### src/compy_pkg.sv
`default_nettype none

package compy_pkg;

   // cpu side wishbone classic, one byte lane
   typedef struct packed {
      logic        cyc;
      logic        stb;
      logic        we;
      logic [15:0] adr;
      logic [7:0]  dat;
   } wb_req_t;

   typedef struct packed {
      logic       ack;
      logic [7:0] dat;
   } wb_rsp_t;

   typedef struct packed {
      logic        req;
      logic [15:0] adr;    // full cpu-map address inside vram
   } fetch_req_t;

   typedef enum logic [4:0] {
      REG_RAM   = 5'b00001,
      REG_VREGS = 5'b00010,
      REG_VRAM  = 5'b00100,
      REG_ROM   = 5'b01000,
      REG_NONE  = 5'b10000
   } region_t;

   // address map
   localparam logic [15:0] RAM_LAST   = 16'h8FFF;
   localparam logic [15:0] VREGS_BASE = 16'h9000;
   localparam logic [15:0] VREGS_LAST = 16'h907F;
   localparam logic [15:0] VRAM_BASE  = 16'hA000;
   localparam logic [15:0] VRAM_LAST  = 16'hDFFF;
   localparam logic [15:0] ROM_BASE   = 16'hE000;

   localparam int RAM_DEPTH  = 4096;   // scaled down, wraps
   localparam int VRAM_DEPTH = 2048;
   localparam int ROM_DEPTH  = 2048;
   localparam int PAGE_BYTES = 512;

   // video register offsets
   localparam logic [7:0] VR_CTRL   = 8'h00;   // bit0 start, bits 2:1 mode
   localparam logic [7:0] VR_PAGE   = 8'h01;
   localparam logic [7:0] VR_STATUS = 8'h02;   // bit0 busy

   // bytes per scan line, indexed by mode
   localparam logic [5:0] LINE_LEN [0:3] = '{6'd16, 6'd20, 6'd32, 6'd16};

   localparam logic [7:0] ROM_XOR       = 8'h5A;
   localparam logic [7:0] UNMAPPED_DATA = 8'hFF;

endpackage

`default_nettype wire

### src/video_regs.sv
`timescale 1ns/1ps
`default_nettype none

module video_regs (
   input  logic       sys_clk,
   input  logic       reset_n,
   input  logic       sel,
   input  logic       we,
   input  logic [7:0] adr,
   input  logic [7:0] wdata,
   output logic [7:0] rdata,
   input  logic       busy,
   output logic       start_pulse,
   output logic [1:0] mode,
   output logic [7:0] page
);
   import compy_pkg::*;

   always_ff @(posedge sys_clk) begin
      if (!reset_n) begin
         mode        <= 2'd0;
         page        <= 8'd0;
         start_pulse <= 1'b0;
      end else begin
         start_pulse <= 1'b0;
         if (sel && we) begin
            case (adr)
               VR_CTRL: begin
                  mode        <= wdata[2:1];
                  start_pulse <= wdata[0] && !busy;   // dropped while a line runs
               end
               VR_PAGE: page <= wdata;
               default: ;                            // status is read only
            endcase
         end
      end
   end

   // read path, one cycle after select
   always_ff @(posedge sys_clk) begin
      if (sel) begin
         case (adr)
            VR_CTRL:   rdata <= {5'd0, mode, 1'b0};  // start reads as 0
            VR_PAGE:   rdata <= page;
            VR_STATUS: rdata <= {7'd0, busy};
            default:   rdata <= 8'h00;
         endcase
      end
   end

   a_start_single: assert property (
      @(posedge sys_clk) disable iff (!reset_n)
      start_pulse |=> !start_pulse
   ) else $error("start_pulse held for more than one cycle");

endmodule

`default_nettype wire

### config.mk
export PLATFORM = sky130hd
export DESIGN_NAME = video_regs
export DESIGN_NICKNAME = d
export VERILOG_FILES = /design/src/compy_pkg.sv /design/src/video_regs.sv
export SDC_FILE = /design/constraint.sdc
export NUM_CORES = 1
export LEC_CHECK = 0
export BUFFER_PORTS_ARGS = -buffer_cell sky130_fd_sc_hd__buf_2
export CAP_MARGIN = 20
export CORE_ASPECT_RATIO = 0.75
export CORE_MARGIN = 2
export CORE_UTILIZATION = 46
export CTS_BUF_LIST = sky130_fd_sc_hd__clkbuf_8
export DETAILED_ROUTE_END_ITERATION = 7
export PLACE_DENSITY = 0.9
export SYNTH_ARGS = -nofsm -noshare
export SYNTH_HDL_FRONTEND = slang
export SYNTH_SLANG_ARGS = --single-unit
export TNS_END_PERCENT = 10
### constraint.sdc
create_clock -name sys_clk -period 1.7 [get_ports sys_clk]
set_clock_uncertainty 0.05 [all_clocks]
set_input_delay 0.085 -clock sys_clk [delete_from_list [all_inputs] [get_ports sys_clk]]
set_output_delay 0.085 -clock sys_clk [all_outputs]
set_load 0.03 [all_outputs]
==> out/qor.yml <==
status: "complete, no violations"
clock_latency_ps: 250
finalWirelength_um: 1620
postLayoutCellArea_um2: 1075
path_delay_family: "simple AND/OR/NAND/NOR gates"
fin_crit_ps: 1270
internal_power_mw: 0.6727
swShare: 0.2221
yosys.area.top_type: "edfxtp_1"
ys.warnings.count: 0
switching_power_mw: 0.1920
hold_class: "input pin to register"
hold_viol_final: 0
finalSetupTns_ps: 0
criticalPathCategory: "input pin to register"
slew_headroom: 0.7429
timing.rr.end: "rdata[0]"
grt_pass1_wl_um: 2580
crit_path_start_kind: "input pin"
grt_max_degree: 20
nNetsFinal: 137
final_max_slew_viol_count: 0
die_w_um: 52.33
wl_per_cell_um: 11.82
rsz0062_at_grt: "false"
crit_chain: "buf_2, or4_1, nor3_4, buf_4, mux2i_1"
vias: 682
crit_path_end_kind: "register"
path_buf_inv: 2
powerDensity_nw_per_um2: 804.5
core-area_um2: 1692
groute.usage.overall: 0.1752
path_clk_slew_ps: 70
comb_power_share: 0.088
diodes: 0
hold_depth: 3
gr-total-overflow: 0
cts_hold_buf: 0
clockBufferDepth: 2
synthesis.nets: 94
placed_cell_area_um2: 1028
syn2layout_area_growth_pct: 33.38
post_cts_buffers: 0
setup_viol_count_final: 0
drc: 0
ys_types: 18
cts_buffers: 3
syn_area_um2: 805.8
hp-start: "wdata[7]"
avgSynthCellArea_um2: 11.04
min_period_over_period: 0.7470
cts_tree: "built"
critPathArrivalTime_ps: 1400
fp.dieH_um: 40.25
ctsResizeCount: 0
clock_sinks: 19
max-cap-violations: 0
cp_slowest_cell: "or4_1"
drive_above_1_share: 0.4087
critPathMaxStageDelay_ps: 600
rows: 13
ys_seq_area_frac: 0.5714
post-synth-top-area-fraction: 0.2981
r2r_cells: 2
power_frac_clock: 0.355
ant_nets: 0
dp_hpwl_um: 1297
num_io_pins: 40
dr.pass1.iters: 4
port_buffers: 39
place.gp.congestion: 0.8338
synthTopCellsByArea: "edfxtp_1, dfxtp_1, mux2i_1"
drtIter0Drc: 24
cts-root-buf: "clkbuf_8"
pwr-share-seq: 0.557
cts_htree_levels: 1
p_leak_nw: 0.4922
r2r_setup_slack_ps: 590
grt_antenna_before_repair: 0
synth_seq_cells: 19
syn_inst: 73
initial_core_util: 0.4763
worst_slew_pin_slew_ps: 375.9
crit_path_max_fanout: 8
hold_path_end: "page[7]"
die_area_um2: 2106
vdd_ir_drop_max_uv: 762.0
vias_per_cell: 4.978
max_freq_mhz: 787.4
required_ps: 1830
grt_pass1_vias: 643
r2r-start: "page[0]"
==> metal layers <==
metal  global-route usage  vias up  part of all wire
li1                     -      339                 -
met1               0.1930      318              0.39
met2               0.3156       23              0.54
met3              0.04104        2             0.068
met4               0.1090        0            0.0074
met5                    0        -                 0
==> area by class of cell <==
class / instances / area (um^2)
Sequential cell: 19 / 460.4
Tap cell: 22 / 27.53
Multi-Input combinational cell: 52 / 337.8
Clock inverter: 1 / 5.005
Timing Repair Buffer: 40 / 202.7
Fill cell: 140 / 616.8
Clock buffer: 3 / 41.29
==> cells by family (layout without fill, tap and decap cells) <==
group,count (synthesis),after routing,share of synthesized area
mux,12,12,0.1491
simple gates,39,39,0.2593
flops,19,19,0.5714
compound gates,1,1,0.01087
buf+inv,2,44,0.009308
==> cells in the mapped netlist <==
cell type   n
nand2_1    20
buf_1       1
nor2_1      4
edfxtp_1    8
nor3_4      1
nor4_1      1
dfxtp_1    11
or4b_4      1
nand4b_1    1
clkbuf_1    1
nand3b_1    2
and2_1      5
and3b_2     1
nand3_1     1
nor3_1      1
a2111oi_0   1
or4_1       1
mux2i_1    12
==> power by group through the flow <==
| stage | Clock (mW) | Sequential, mW | Combinational (mW) |
|---|---|---|---|
| after floorplan | 0 | 0.509 | 0.0199 |
| after global placement | 0 | 0.492 | 0.0735 |
| after detailed placement | 0 | 0.492 | 0.0761 |
| after CTS | 0.316 | 0.482 | 0.0763 |
| after global routing | 0.335 | 0.483 | 0.0829 |
| final | 0.307 | 0.482 | 0.0761 |
==> metrics by stage <==
| step | cells | util | worst slack, ps | hold slack (ps) | power, mW |
|---|---|---|---|---|---|
| final | 137 | 0.6354 | 430.1 | 17.88 | 0.8647 |
| after detailed placement | 133 | 0.6080 | 166.5 | 287.4 | 0.5685 |
| after CTS | 137 | 0.6354 | 427.5 | 15.01 | 0.8746 |
| after global placement | 133 | 0.6080 | 215.3 | 285.0 | 0.5658 |
| after global routing | 137 | 0.6354 | 376.9 | 24.62 | 0.9007 |
| after floorplan | 73 | - | 258.5 | 147.5 | 0.5288 |
==> cell usage in the layout, fill, tap and decap left out, drive strengths merged, types with 2 or more instances in the layout <==
| cell | Yosys | layout |
|---|---|---|
| and2 | 5 | 5 |
| buf | 1 | 40 |
| clkbuf | 1 | 3 |
| dfxtp | 11 | 11 |
| edfxtp | 8 | 8 |
| mux2i | 12 | 12 |
| nand2 | 20 | 20 |
| nand3b | 2 | 2 |
| nor2 | 4 | 4 |
| nor3 | 2 | 2 |
==> state kept, by name, indices dropped and copies added (netlist names) <==
register,flops
mode,2
page,8
start_pulse,1
rdata,8
==> how the worst max path moves through the flow <==
| stage | startpoint | end | slack, ps | cells after the start |
|---|---|---|---|---|
| after CTS | adr[5] | page[4] | 430 | 5 |
| final | adr[5] | page[4] | 430 | 5 |
| after global placement | adr[5] | page[4] | 220 | 5 |
| after global routing | adr[5] | page[4] | 380 | 5 |
| after detailed placement | adr[5] | page[4] | 170 | 5 |
| after floorplan | adr[5] | page[0] | 260 | 3 |
==> worst min-delay path, cell delays in order <==
cell,delay [ps]
buf_2,90
nand2_1,50
mux2i_1,50
Power figures use the tool's default switching activity.
