$ cat src/compy_pkg.sv
`default_nettype none

package compy_pkg;

   // cpu side wishbone classic, one byte lane
   typedef struct packed {
      logic        cyc;
      logic        stb;
      logic        we;
      logic [15:0] adr;
      logic [7:0]  dat;
   } wb_req_t;

   typedef struct packed {
      logic       ack;
      logic [7:0] dat;
   } wb_rsp_t;

   typedef struct packed {
      logic        req;
      logic [15:0] adr;    // full cpu-map address inside vram
   } fetch_req_t;

   typedef enum logic [4:0] {
      REG_RAM   = 5'b00001,
      REG_VREGS = 5'b00010,
      REG_VRAM  = 5'b00100,
      REG_ROM   = 5'b01000,
      REG_NONE  = 5'b10000
   } region_t;

   // address map
   localparam logic [15:0] RAM_LAST   = 16'h8FFF;
   localparam logic [15:0] VREGS_BASE = 16'h9000;
   localparam logic [15:0] VREGS_LAST = 16'h907F;
   localparam logic [15:0] VRAM_BASE  = 16'hA000;
   localparam logic [15:0] VRAM_LAST  = 16'hDFFF;
   localparam logic [15:0] ROM_BASE   = 16'hE000;

   localparam int RAM_DEPTH  = 4096;   // scaled down, wraps
   localparam int VRAM_DEPTH = 2048;
   localparam int ROM_DEPTH  = 2048;
   localparam int PAGE_BYTES = 512;

   // video register offsets
   localparam logic [7:0] VR_CTRL   = 8'h00;   // bit0 start, bits 2:1 mode
   localparam logic [7:0] VR_PAGE   = 8'h01;
   localparam logic [7:0] VR_STATUS = 8'h02;   // bit0 busy

   // bytes per scan line, indexed by mode
   localparam logic [5:0] LINE_LEN [0:3] = '{6'd16, 6'd20, 6'd32, 6'd16};

   localparam logic [7:0] ROM_XOR       = 8'h5A;
   localparam logic [7:0] UNMAPPED_DATA = 8'hFF;

endpackage

`default_nettype wire

$ cat src/video_fetch.sv
`timescale 1ns/1ps
`default_nettype none

module video_fetch (
   input  logic                  sys_clk,
   input  logic                  reset_n,
   input  logic                  start_pulse,
   input  logic [1:0]            mode,
   input  logic [7:0]            page,
   output compy_pkg::fetch_req_t freq,
   input  logic                  fetch_ack,
   input  logic [7:0]            fetch_dat,
   output logic                  busy,
   output logic [7:0]            scan_data,
   output logic                  scan_valid
);
   import compy_pkg::*;

   localparam int OFS_W = $clog2(VRAM_DEPTH);

   typedef enum logic [1:0] {
      ST_IDLE,
      ST_FETCH,
      ST_LAST
   } state_t;

   state_t           state;
   logic [OFS_W-1:0] ofs;                    // byte offset inside vram
   logic [5:0]       left;                   // bytes still to fetch
   logic             last_byte;

   assign last_byte = (left == 6'd1);
   assign busy      = (state != ST_IDLE);

   always_comb begin
      freq.req = (state == ST_FETCH);
      freq.adr = VRAM_BASE + 16'(ofs);
   end

   always_ff @(posedge sys_clk) begin
      if (!reset_n) begin
         state      <= ST_IDLE;
         ofs        <= '0;
         left       <= 6'd0;
         scan_valid <= 1'b0;
      end else begin
         scan_valid <= 1'b0;
         case (state)
            ST_IDLE: begin
               if (start_pulse) begin
                  ofs   <= OFS_W'(page * PAGE_BYTES);   // page wraps in vram
                  left  <= LINE_LEN[mode];
                  state <= ST_FETCH;
               end
            end
            ST_FETCH: begin
               if (fetch_ack) begin
                  scan_valid <= 1'b1;
                  ofs        <= ofs + 1'b1;
                  left       <= left - 1'b1;
                  if (last_byte) begin
                     state <= ST_LAST;                 // let final byte out
                  end
               end
            end
            ST_LAST: state <= ST_IDLE;
            default: state <= ST_IDLE;
         endcase
      end
   end

   always_ff @(posedge sys_clk) begin
      if (fetch_ack) begin
         scan_data <= fetch_dat;
      end
   end

   a_start_when_idle: assert property (
      @(posedge sys_clk) disable iff (!reset_n)
      start_pulse |-> !busy
   ) else $error("start_pulse while a line is running");

endmodule

`default_nettype wire

$ cat config.mk
export PLATFORM = sky130hd
export DESIGN_NAME = video_fetch
export DESIGN_NICKNAME = d
export VERILOG_FILES = /design/src/compy_pkg.sv /design/src/video_fetch.sv
export SDC_FILE = /design/constraint.sdc
export NUM_CORES = 1
export LEC_CHECK = 0
export BUFFER_PORTS_ARGS = -buffer_cell sky130_fd_sc_hd__buf_2
export CORE_ASPECT_RATIO = 0.5
export CORE_MARGIN = 8
export CORE_UTILIZATION = 36
export CTS_BUF_LIST = sky130_fd_sc_hd__clkbuf_2
export CTS_CLUSTER_DIAMETER = 60
export DETAILED_ROUTE_END_ITERATION = 8
export SLEW_MARGIN = 30
export SYNTH_ARGS = -nofsm -noshare
export SYNTH_HDL_FRONTEND = slang
export SYNTH_SLANG_ARGS = --single-unit
$ cat constraint.sdc
create_clock -name sys_clk -period 3.5 [get_ports sys_clk]
set_clock_uncertainty 0.15 [all_clocks]
set_input_delay 0.175 -clock sys_clk [delete_from_list [all_inputs] [get_ports sys_clk]]
set_output_delay 0.175 -clock sys_clk [all_outputs]
set_load 0.05 [all_outputs]
==> run summary <==
### STA
* **Setup-failing EPs final** 0
* **final critical-path share of the clock period** 58.8%
* **total negative slack** 0 ns
* **number of max-slew violations in the final report** 0
* **Final min period** 2.06 ns
* **total count of hold-check failures in the final report** 0
* **worst rel slew slack** 53.8%
* **achievable frequency** 0.486 GHz
* **RSZ-0062 raised after global routing** false
* **Worst Max-Slew Pin Slew** 0.689 ns

### Placed design
* **sum of net half-perimeters after detailed placement** 2300 um
* **input/output buffers** 37
* **final RePlAce weighted congestion** 0.795
* **placed cells** 224

### Global routing
* **number of global-route vias before repair** 1157
* **maximum number of pins on one net before global-route repair** 18
* **antenna violations before repair** 0
* **GRT Residual Overflow** 0
* **total routing resource utilization after global routing** 11.3%
* **wire length of the first global-routing pass** 5420 um

### Clock network
* **clock latency on the worst-skew pair** 0.36 ns
* **total clock sinks** 28
* **library cell used as clock root buffer** clkbuf_2
* **total number of H-tree levels** 1
* **TritonCTS clock tree** built
* **Resized cells post-CTS** 0
* **number of buffers added by the clock tree synthesis step** 3
* **clock-pin slew on the worst setup and hold paths** 0.24 ns
* **postcts setup bufs** 0
* **worst-case clock buffer depth** 2

### Floorplan
* **starting density of the core** 37.9%
* **Top Ports** 49
* **full die area** 5940 um2
* **width of the die** 101 um
* **core region area** 3450 um2
* **Rows** 15
* **die height** 58.6 um

### Setup path
* **critical setup path kind** register to output pin
* **flop2flop setup slack** 1.45 ns
* **endpoint type of the worst setup path** output pin
* **Critical Path Source Type** register
* **timing endpoint of the critical path** freq[16]
* **largest fanout on the critical path** 17
* **worst reg2reg startpoint** state[0]$_SDFFE_PN0P_
* **critical path, cell by cell** nand2b_1 -> inv_1 -> buf_2
* **highest-delay cell along the critical path** dfxtp_1
* **count of cells along the worst register-to-register path** 4
* **launch point of the critical path** state[1]$_SDFFE_PN0P_
* **worst flop-to-flop path endpoint** ofs[8]$_SDFFE_PN0P_
* **endpoint arrival time on the critical path** 1.73 ns
* **Required @ worst endpoint** 3.17 ns
* **maximum single-stage delay on the critical path** 0.73 ns

### Logic synthesis
* **complex-gate fraction of the synthesized area** 11.0%
* **Avg Cell Area, Syn** 9.28 um2
* **post-synthesis cell count** 141
* **most used flip-flop cell after synthesis** dfxtp_1
* **mux share of post-synthesis cell area** 1.05%
* **main combinational cell family by area after synthesis** simple AND/OR/NAND/NOR gates
* **total standard cell area after synthesis** 1310 um2
* **number of distinct library cell variants in the gate-level netlist after synthesis** 36
* **count of flip-flops with a built-in enable after synthesis** 8
* **number of storage elements in the synthesis netlist** 28
* **Synth warnings** 0
* **sequential share of the synthesized area** 48.9%
* **fraction of synthesized cell area in xor and xnor cells** 6.02%
* **fraction of the mapped netlist area in adder cells** 2.87%
* **simple logic cell fraction of the synthesized area** 24.0%
* **fraction of registers with async set/reset** 0%

### Finish
* **most frequent cells in the layout** buf_2, dfxtp_1, nor2_1
* **P&R area growth vs syn** 25.2%
* **share of cells above drive strength 1** 23.0%
* **most frequent standard cell in the layout excluding fill and tap cells** buf_2
* **Final Net Count** 213
* **Cell Count, Final, Fillers Out** 238
* **n_diodes** 0

### Pwr
* **worst IR drop on VDD** 0.125 mV
* **Total Power** 0.000636 W
* **Leak** 0.658 nW
* **power density of the placed cells** 388 nW/um2

### Drt
* **final wirelength** 3140 um
* **number of antenna-violating nets in the routed design** 0
* **via density per instance** 4.88
* **number of design-rule violations left by the first detailed-router iteration** 91
* **DR vias** 1162
* **wire per inst** 13.2 um
* **number of iterations in the first detailed-routing pass** 4
* **number of design rule violations left after detail routing** 0

### Worst hold path
* **classification of the worst-slack hold path** input port to register

### Status
* **result of the run** completed

### Run
* **reported max-cap violation count** 0

through the flow:
| step | cell area [um2] | hold slack [ns] | worst slack, ns | utilization (%) |
|---|---|---|---|---|
| after floorplan | 1320 | 0.124 | 1.61 | - |
| final | 1640 | 0.0249 | 1.44 | 47.5 |
| after detailed placement | 1520 | 0.203 | 1.54 | 44.0 |
| after CTS | 1640 | 0.0108 | 1.41 | 47.5 |
| after global placement | 1520 | 0.202 | 1.54 | 44.0 |
| after global routing | 1640 | 0.0126 | 1.27 | 47.5 |
layer usage:
layer  vias up  share of wire, %  global-route usage, %
met5         -                 0                      0
met4         0              0.96                   4.19
met3         2               6.4                   3.64
met2        39                46                   18.6
met1       532                47                   13.6
li1        589                 -                      -
flip-flops by register name, indices dropped and copies added (netlist names):
signal,count
scan_valid,1
ofs,11
left,6
scan_data,8
state,2
kinds of logic after synthesis:
group,after synthesis
AOI/OAI and AO/OA,23
xor gates and xnor gates,9
adders and majority gates,3
buffers and inverters,14
DFF,28
muxes,1
other,2
and+or+nand+nor,61
repair_timing:
item                       CTS  global route
hold buffers                10             0
hold endpoints to repair    12             0
setup endpoints to repair    0             0
worst min-delay path by stage:
stage	from	endpoint	slack, ns	cells after the start
2_1_floorplan	fetch_dat[0]	scan_data[0]$_DFFE_PP_	0.12	0
3_3_place_gp	fetch_dat[4]	scan_data[4]$_DFFE_PP_	0.20	1
3_5_place_dp	fetch_dat[1]	scan_data[1]$_DFFE_PP_	0.20	1
4_1_cts	mode[1]	left[2]$_SDFFE_PN0P_	0.01	4
5_1_grt	start_pulse	state[0]$_SDFFE_PN0P_	0.01	3
6_report	mode[1]	left[2]$_SDFFE_PN0P_	0.02	4
cells in the mapped netlist, drive strengths merged, types with 2 or more instances:
master / number / share of area, %
nand4: 2 / 0.96
xnor2: 9 / 6.0
ha: 3 / 2.9
or2: 2 / 0.96
nor4: 4 / 1.9
nand3: 3 / 1.1
conb: 2 / 0.57
nor3: 8 / 3.1
o21ai: 4 / 1.5
and3: 2 / 0.96
nor4b: 2 / 1.3
dfxtp: 20 / 31
edfxtp: 8 / 18
inv: 6 / 1.7
nor3b: 3 / 1.7
o221ai: 2 / 1.3
nor2: 18 / 5.2
or3: 2 / 0.96
a21oi: 9 / 3.4
o31a: 2 / 1.3
nand2b: 2 / 0.96
nand2: 10 / 2.9
o22ai: 2 / 0.96
buf: 5 / 2.9
clkbuf: 3 / 0.96
critical path, delay by kind of cell, from the launching register on:
family                 cells  cell delay, ns
flip-flops                 1            0.73
AND/OR/NAND/NOR            1            0.28
buffers and inverters      2            0.36
where the power goes:
group | leakage, nW | internal, W | switching (W)
Combinational | 0.400 | 0.0000471 | 0.000101
Sequential | 0.241 | 0.000352 | 0.0000142
Clock | 0.0166 | 0.0000301 | 0.0000918
Total | 0.658 | 0.000429 | 0.000207
area by class of cell:
class	count	area, um2
Clock buffer	4	20.0
Fill cell	349	1810
Inverter	6	22.5
Multi-Input combinational cell	102	607
Sequential cell	28	641
Tap cell	51	63.8
Timing Repair Buffer	47	285
Note: power is estimated with default switching activity, not from simulation.
