[src/compy_pkg.sv]
`default_nettype none

package compy_pkg;

   // cpu side wishbone classic, one byte lane
   typedef struct packed {
      logic        cyc;
      logic        stb;
      logic        we;
      logic [15:0] adr;
      logic [7:0]  dat;
   } wb_req_t;

   typedef struct packed {
      logic       ack;
      logic [7:0] dat;
   } wb_rsp_t;

   typedef struct packed {
      logic        req;
      logic [15:0] adr;    // full cpu-map address inside vram
   } fetch_req_t;

   typedef enum logic [4:0] {
      REG_RAM   = 5'b00001,
      REG_VREGS = 5'b00010,
      REG_VRAM  = 5'b00100,
      REG_ROM   = 5'b01000,
      REG_NONE  = 5'b10000
   } region_t;

   // address map
   localparam logic [15:0] RAM_LAST   = 16'h8FFF;
   localparam logic [15:0] VREGS_BASE = 16'h9000;
   localparam logic [15:0] VREGS_LAST = 16'h907F;
   localparam logic [15:0] VRAM_BASE  = 16'hA000;
   localparam logic [15:0] VRAM_LAST  = 16'hDFFF;
   localparam logic [15:0] ROM_BASE   = 16'hE000;

   localparam int RAM_DEPTH  = 4096;   // scaled down, wraps
   localparam int VRAM_DEPTH = 2048;
   localparam int ROM_DEPTH  = 2048;
   localparam int PAGE_BYTES = 512;

   // video register offsets
   localparam logic [7:0] VR_CTRL   = 8'h00;   // bit0 start, bits 2:1 mode
   localparam logic [7:0] VR_PAGE   = 8'h01;
   localparam logic [7:0] VR_STATUS = 8'h02;   // bit0 busy

   // bytes per scan line, indexed by mode
   localparam logic [5:0] LINE_LEN [0:3] = '{6'd16, 6'd20, 6'd32, 6'd16};

   localparam logic [7:0] ROM_XOR       = 8'h5A;
   localparam logic [7:0] UNMAPPED_DATA = 8'hFF;

endpackage

`default_nettype wire

[src/addr_decode.sv]
`timescale 1ns/1ps
`default_nettype none

module addr_decode (
   input  logic [15:0]        adr,
   output compy_pkg::region_t region,
   output logic [15:0]        offset
);
   import compy_pkg::*;

   always_comb begin
      region = REG_NONE;
      offset = adr;                          // unmapped keeps raw address
      if (adr <= RAM_LAST) begin
         region = REG_RAM;
         offset = adr;                       // ram starts at zero
      end else if (adr >= VREGS_BASE && adr <= VREGS_LAST) begin
         region = REG_VREGS;
         offset = adr - VREGS_BASE;
      end else if (adr >= VRAM_BASE && adr <= VRAM_LAST) begin
         region = REG_VRAM;
         offset = adr - VRAM_BASE;
      end else if (adr >= ROM_BASE) begin
         region = REG_ROM;
         offset = adr - ROM_BASE;
      end
   end

endmodule

`default_nettype wire

[src/bus_arbiter.sv]
`timescale 1ns/1ps
`default_nettype none

module bus_arbiter (
   input  logic                  sys_clk,
   input  logic                  reset_n,
   input  compy_pkg::wb_req_t    wb_in,
   output compy_pkg::wb_rsp_t    wb_out,
   input  compy_pkg::fetch_req_t freq,
   output logic                  fetch_ack,
   output logic [7:0]            fetch_dat,
   output logic [15:0]           mem_adr,
   output logic                  mem_we,
   output logic [7:0]            mem_wdata,
   output logic                  sel_ram,
   output logic                  sel_vram,
   output logic                  sel_rom,
   output logic                  sel_vregs,
   input  logic [7:0]            rdata_ram,
   input  logic [7:0]            rdata_vram,
   input  logic [7:0]            rdata_rom,
   input  logic [7:0]            rdata_vregs
);
   import compy_pkg::*;

   typedef enum logic [1:0] {
      ST_IDLE,
      ST_GRANT,
      ST_ACK
   } state_t;

   state_t      state;
   logic        last_fetch;                  // fetch owns the current or last slot
   logic        cpu_pend;
   logic        fetch_pend;
   logic        take_cpu;
   logic        take_fetch;
   logic        in_grant;
   logic [15:0] a_adr;
   logic        a_we;
   logic [7:0]  a_wdata;
   region_t     region;
   region_t     r_region;
   logic [7:0]  rd_mux;

   assign cpu_pend   = wb_in.cyc && wb_in.stb;
   assign fetch_pend = freq.req;
   assign in_grant   = (state == ST_GRANT);

   addr_decode u_decode (
      .adr    (a_adr),
      .region (region),
      .offset (mem_adr)
   );

   // winner selection; the ack cycle hands over only to the other master
   always_comb begin
      take_cpu   = 1'b0;
      take_fetch = 1'b0;
      case (state)
         ST_IDLE: begin
            if (cpu_pend && fetch_pend) begin
               take_cpu   = last_fetch;
               take_fetch = !last_fetch;
            end else begin
               take_cpu   = cpu_pend;
               take_fetch = fetch_pend;
            end
         end
         ST_ACK: begin
            take_cpu   = last_fetch && cpu_pend;
            take_fetch = !last_fetch && fetch_pend;
         end
         default: ;
      endcase
   end

   always_ff @(posedge sys_clk) begin
      if (!reset_n) begin
         state      <= ST_IDLE;
         last_fetch <= 1'b0;
         r_region   <= REG_NONE;
      end else begin
         case (state)
            ST_GRANT: begin
               r_region <= region;            // steers the read mux next cycle
               state    <= ST_ACK;
            end
            default: begin
               if (take_cpu || take_fetch) begin
                  last_fetch <= take_fetch;
                  state      <= ST_GRANT;
               end else begin
                  state <= ST_IDLE;
               end
            end
         endcase
      end
   end

   always_ff @(posedge sys_clk) begin
      if (take_cpu || take_fetch) begin
         a_adr   <= take_fetch ? freq.adr : wb_in.adr;
         a_we    <= take_cpu && wb_in.we;     // fetch never writes
         a_wdata <= wb_in.dat;
      end
   end

   assign sel_ram   = in_grant && (region == REG_RAM);
   assign sel_vram  = in_grant && (region == REG_VRAM);
   assign sel_rom   = in_grant && (region == REG_ROM);
   assign sel_vregs = in_grant && (region == REG_VREGS);
   assign mem_we    = in_grant && a_we && (region != REG_ROM);
   assign mem_wdata = a_wdata;

   always_comb begin
      case (r_region)
         REG_RAM:   rd_mux = rdata_ram;
         REG_VRAM:  rd_mux = rdata_vram;
         REG_ROM:   rd_mux = rdata_rom;
         REG_VREGS: rd_mux = rdata_vregs;
         default:   rd_mux = UNMAPPED_DATA;
      endcase
      wb_out.ack = (state == ST_ACK) && !last_fetch;
      wb_out.dat = rd_mux;
      fetch_ack  = (state == ST_ACK) && last_fetch;
      fetch_dat  = rd_mux;
   end

   a_fetch_ack_with_req: assert property (
      @(posedge sys_clk) disable iff (!reset_n)
      fetch_ack |-> freq.req
   ) else $error("fetch ack without a pending request");

   a_ack_with_stb: assert property (
      @(posedge sys_clk) disable iff (!reset_n)
      wb_out.ack |-> wb_in.stb
   ) else $error("wishbone ack without stb");

endmodule

`default_nettype wire

[config.mk]
export PLATFORM = sky130hd
export DESIGN_NAME = bus_arbiter
export DESIGN_NICKNAME = d
export VERILOG_FILES = /design/src/compy_pkg.sv /design/src/addr_decode.sv /design/src/bus_arbiter.sv
export SDC_FILE = /design/constraint.sdc
export NUM_CORES = 1
export LEC_CHECK = 0
export BUFFER_PORTS_ARGS = -buffer_cell sky130_fd_sc_hd__buf_2
export CAP_MARGIN = 10
export CORE_MARGIN = 2
export CORE_UTILIZATION = 40
export DETAILED_ROUTE_END_ITERATION = 7
export MAX_ROUTING_LAYER = met4
export PLACE_DENSITY = 0.78
export SYNTH_ARGS = -nofsm -noshare
export SYNTH_HDL_FRONTEND = slang
export SYNTH_SLANG_ARGS = --single-unit
[constraint.sdc]
create_clock -name sys_clk -period 2.6 [get_ports sys_clk]
set_input_delay 0.39 -clock sys_clk [delete_from_list [all_inputs] [get_ports sys_clk]]
set_output_delay 0.39 -clock sys_clk [all_outputs]
set_load 0.01 [all_outputs]
==> results.tsv <==
metric	value	unit
power_frac_comb	28.5	%
num_io_pins	125	
crit_arrival	2.41	ns
r2r-end	r_region[2]	
dp_cells	381	
netlist_area	0.00211	mm2
worstSkewPairLatency	0.27	ns
fillCellCount	442	
drc	0	
tightestPinTransition	0.530	ns
dpl_worst_slack	0.0498	ns
postSynth.asyncResetShare	0	%
rrSetupSlack	0.32	ns
ant_nets	0	
final_common_cell	buf_2	
grtUsageTotal	18.5	%
fin_ws	-0.198	ns
maxSlewHeadroom	64.3	%
rr_worst_depth	6	
drive_above_1_share	56.6	%
first_iter_violations	66	
wire_per_inst	13.3	um
setup_viol	4	
syn_inst	201	
die_w	76.7	um
overflow	0	
grt_max_degree	27	
num_vias	1980	
hold_viol_final	0	
crit_type	reg -> out	
final.min_clock_period	2.80	ns
hp-start	wb_in[1]	
avgSynthCellArea	10.5	um2
clockPowerShare	26.1	%
status	finished, violations left	
p_seq_share	45.3	%
maxCapViolations	0	
grt_pass1_vias	1905	
timing.fmax	357	MHz
finalMaxSlewViolations	0	
coreArea	0.00511	mm2
synth-seq-cells	33	
utilization	57.7	%
start_kind	flip-flop	
crit_required	2.21	ns
nets	411	
rows	26	
synth.distinct_cells	44	
min_period_over_period	108	%
start_util	41.4	%
die_area	0.00588	mm2
p_leak	1.35	nW
switchingPower	0.424	mW
p_per_area	501	mW/mm2
clk_pin_slew	0.07	ns
synthesis.nets	286	
die_h	76.7	um
holdBufCountCts	0	
min_path_cells	1	
setup_tns	-0.594	ns
internal_power	1.05	mW
cts_root_buf	clkbuf_8	
cts_made_buffers	5	
grt_antenna_before_repair	0	
portBuffers	124	
r2r-start	a_adr[8]	
gp_congestion	0.819	
ys_warn_count	0	
syn2layout_area_growth	39.5	%
clock-sinks	33	
routed_via_density	4.99	
cp_max_fo	3	
whs_endpoint	mem_wdata[1]	
dr.pass1.iters	4	
rsz0062_at_grt	yes	
routed_wl	5280	um
dp_hpwl	4100	um
cts_buffer_depth	2	
tritoncts	yes	
layout_common_cells	123 x buf_2, 25 x edfxtp_1, 18 x buf_4, 17 x mux2_2, 16 x a22oi_1	
synth_ff_type	edfxtp_1	
ir_drop	393	uV
holdCritPathClass	in -> reg	
switching_share	28.7	%
violations	negative setup slack	
finClkSkew	0.00557	ns
yosysSeqAreaShare	43.1	%
synth_edf_count	25	
crit_path_end_kind	output port	
grt_first_pass_wirelength	8580	um
h-tree-depth	2	
fin_cells	397	
diodes	0	
==> cells by family (layout without fill, tap and decap cells) <==
family / after synthesis / count (layout) / share of synthesized area, %
AND/OR/NAND/NOR: 69 / 69 / 19.5
AO/OA/AOI/OAI: 38 / 38 / 13.4
buffers and inverters: 35 / 161 / 9.77
flip-flops: 33 / 33 / 43.1
multiplexers: 18 / 18 / 9.54
adder cells (fa/ha/maj): 7 / 7 / 4.15
XOR/XNOR: 1 / 1 / 0.415
==> per-stage QoR <==
step | hold slack, ns | instance area, um2 | total power [mW]
floorplan | 0.453 | 2110 | 0.914
global placement | 0.462 | 2740 | 1.05
detailed placement | 0.479 | 2740 | 1.06
CTS | 0.277 | 2880 | 1.46
global route | 0.274 | 2950 | 1.55
finish | 0.285 | 2950 | 1.47
==> area by class of cell <==
class	count	area [um2]	area share (%)
Clock buffer	6	82.6	2.80
Clock inverter	2	8.76	0.297
Tap cell	70	87.6	2.97
Inverter	10	37.5	1.27
Multi-Input combinational cell	133	1040	35.5
Timing Repair Buffer	143	773	26.3
Sequential cell	33	911	30.9
==> layer usage <==
| layer | vias up | routed length, um | GRT usage [%] |
|---|---|---|---|
| met5 | - | 0 | - |
| met4 | 0 | 31 | 5.09 |
| met3 | 2 | 548 | 5.76 |
| met2 | 106 | 2570 | 31.1 |
| met1 | 886 | 2130 | 21.4 |
| li1 | 986 | - | - |
==> power groups by stage <==
stage	sequential [mW]	combinational [mW]	clock, mW
global route	0.676	0.461	0.410
detailed placement	0.680	0.385	0
CTS	0.668	0.399	0.393
finish	0.668	0.421	0.386
floorplan	0.681	0.233	0
global placement	0.674	0.379	0
==> worst max-delay path, cell delays in order (launching register included) <==
cell and delay (ns):
edfxtp_1 0.40, or4_4 0.59, nor4_4 0.32, o22ai_2 0.13
or4b_4 0.54, inv_2 0.07, buf_6 0.09
==> synth_stat cells, types with 2 or more instances <==
cell      count  area [um2]
edfxtp_1     25         751
buf_4        20         150
mux2_2       17         191
a22oi_1      16         120
nor2_1       13        48.8
nand3_1      12        60.1
nand2_1      10        37.5
inv_1         9        33.8
dfxtp_1       8         160
ha_1          7        87.6
o21ai_0       5        25.0
and3_1        4        25.0
nand3b_1      4        30.0
nor3b_1       4        30.0
and2_1        3        18.8
clkbuf_1      3        11.3
nand2b_1      3        18.8
or4_1         3        22.5
a21oi_1       2        10.0
buf_1         2        7.51
nand4_1       2        12.5
nor3_1        2        10.0
nor4_1        2        12.5
nor4_4        2        42.5
o211a_1       2        20.0
o311ai_1      2        17.5
or3_1         2        12.5
==> state kept, by name, indices dropped and copies added, names as in the netlist <==
signal,cells
mem_wdata,8
last_fetch,1
state,2
r_region,5
a_adr,16
a_we,1
==> what timing repair did <==
action,4_1_cts,5_1_grt
pin swaps,4,4
setup endpoints to repair,4,6
gates resized for setup,4,9
setup buffers,5,3
==> how the worst max path moves through the flow <==
stage / start / to / slack [ns] / cells after the start
floorplan: r_region[1] / wb_out[0] / 0.15 / 6
global placement: a_adr[11] / sel_vram / 0.09 / 6
detailed placement: a_adr[4] / sel_vram / 0.05 / 6
CTS: a_adr[7] / sel_vram / -0.20 / 6
global route: a_adr[8] / sel_vram / -0.27 / 6
finish: a_adr[8] / sel_vram / -0.20 / 6
Power figures use the tool's default switching activity.
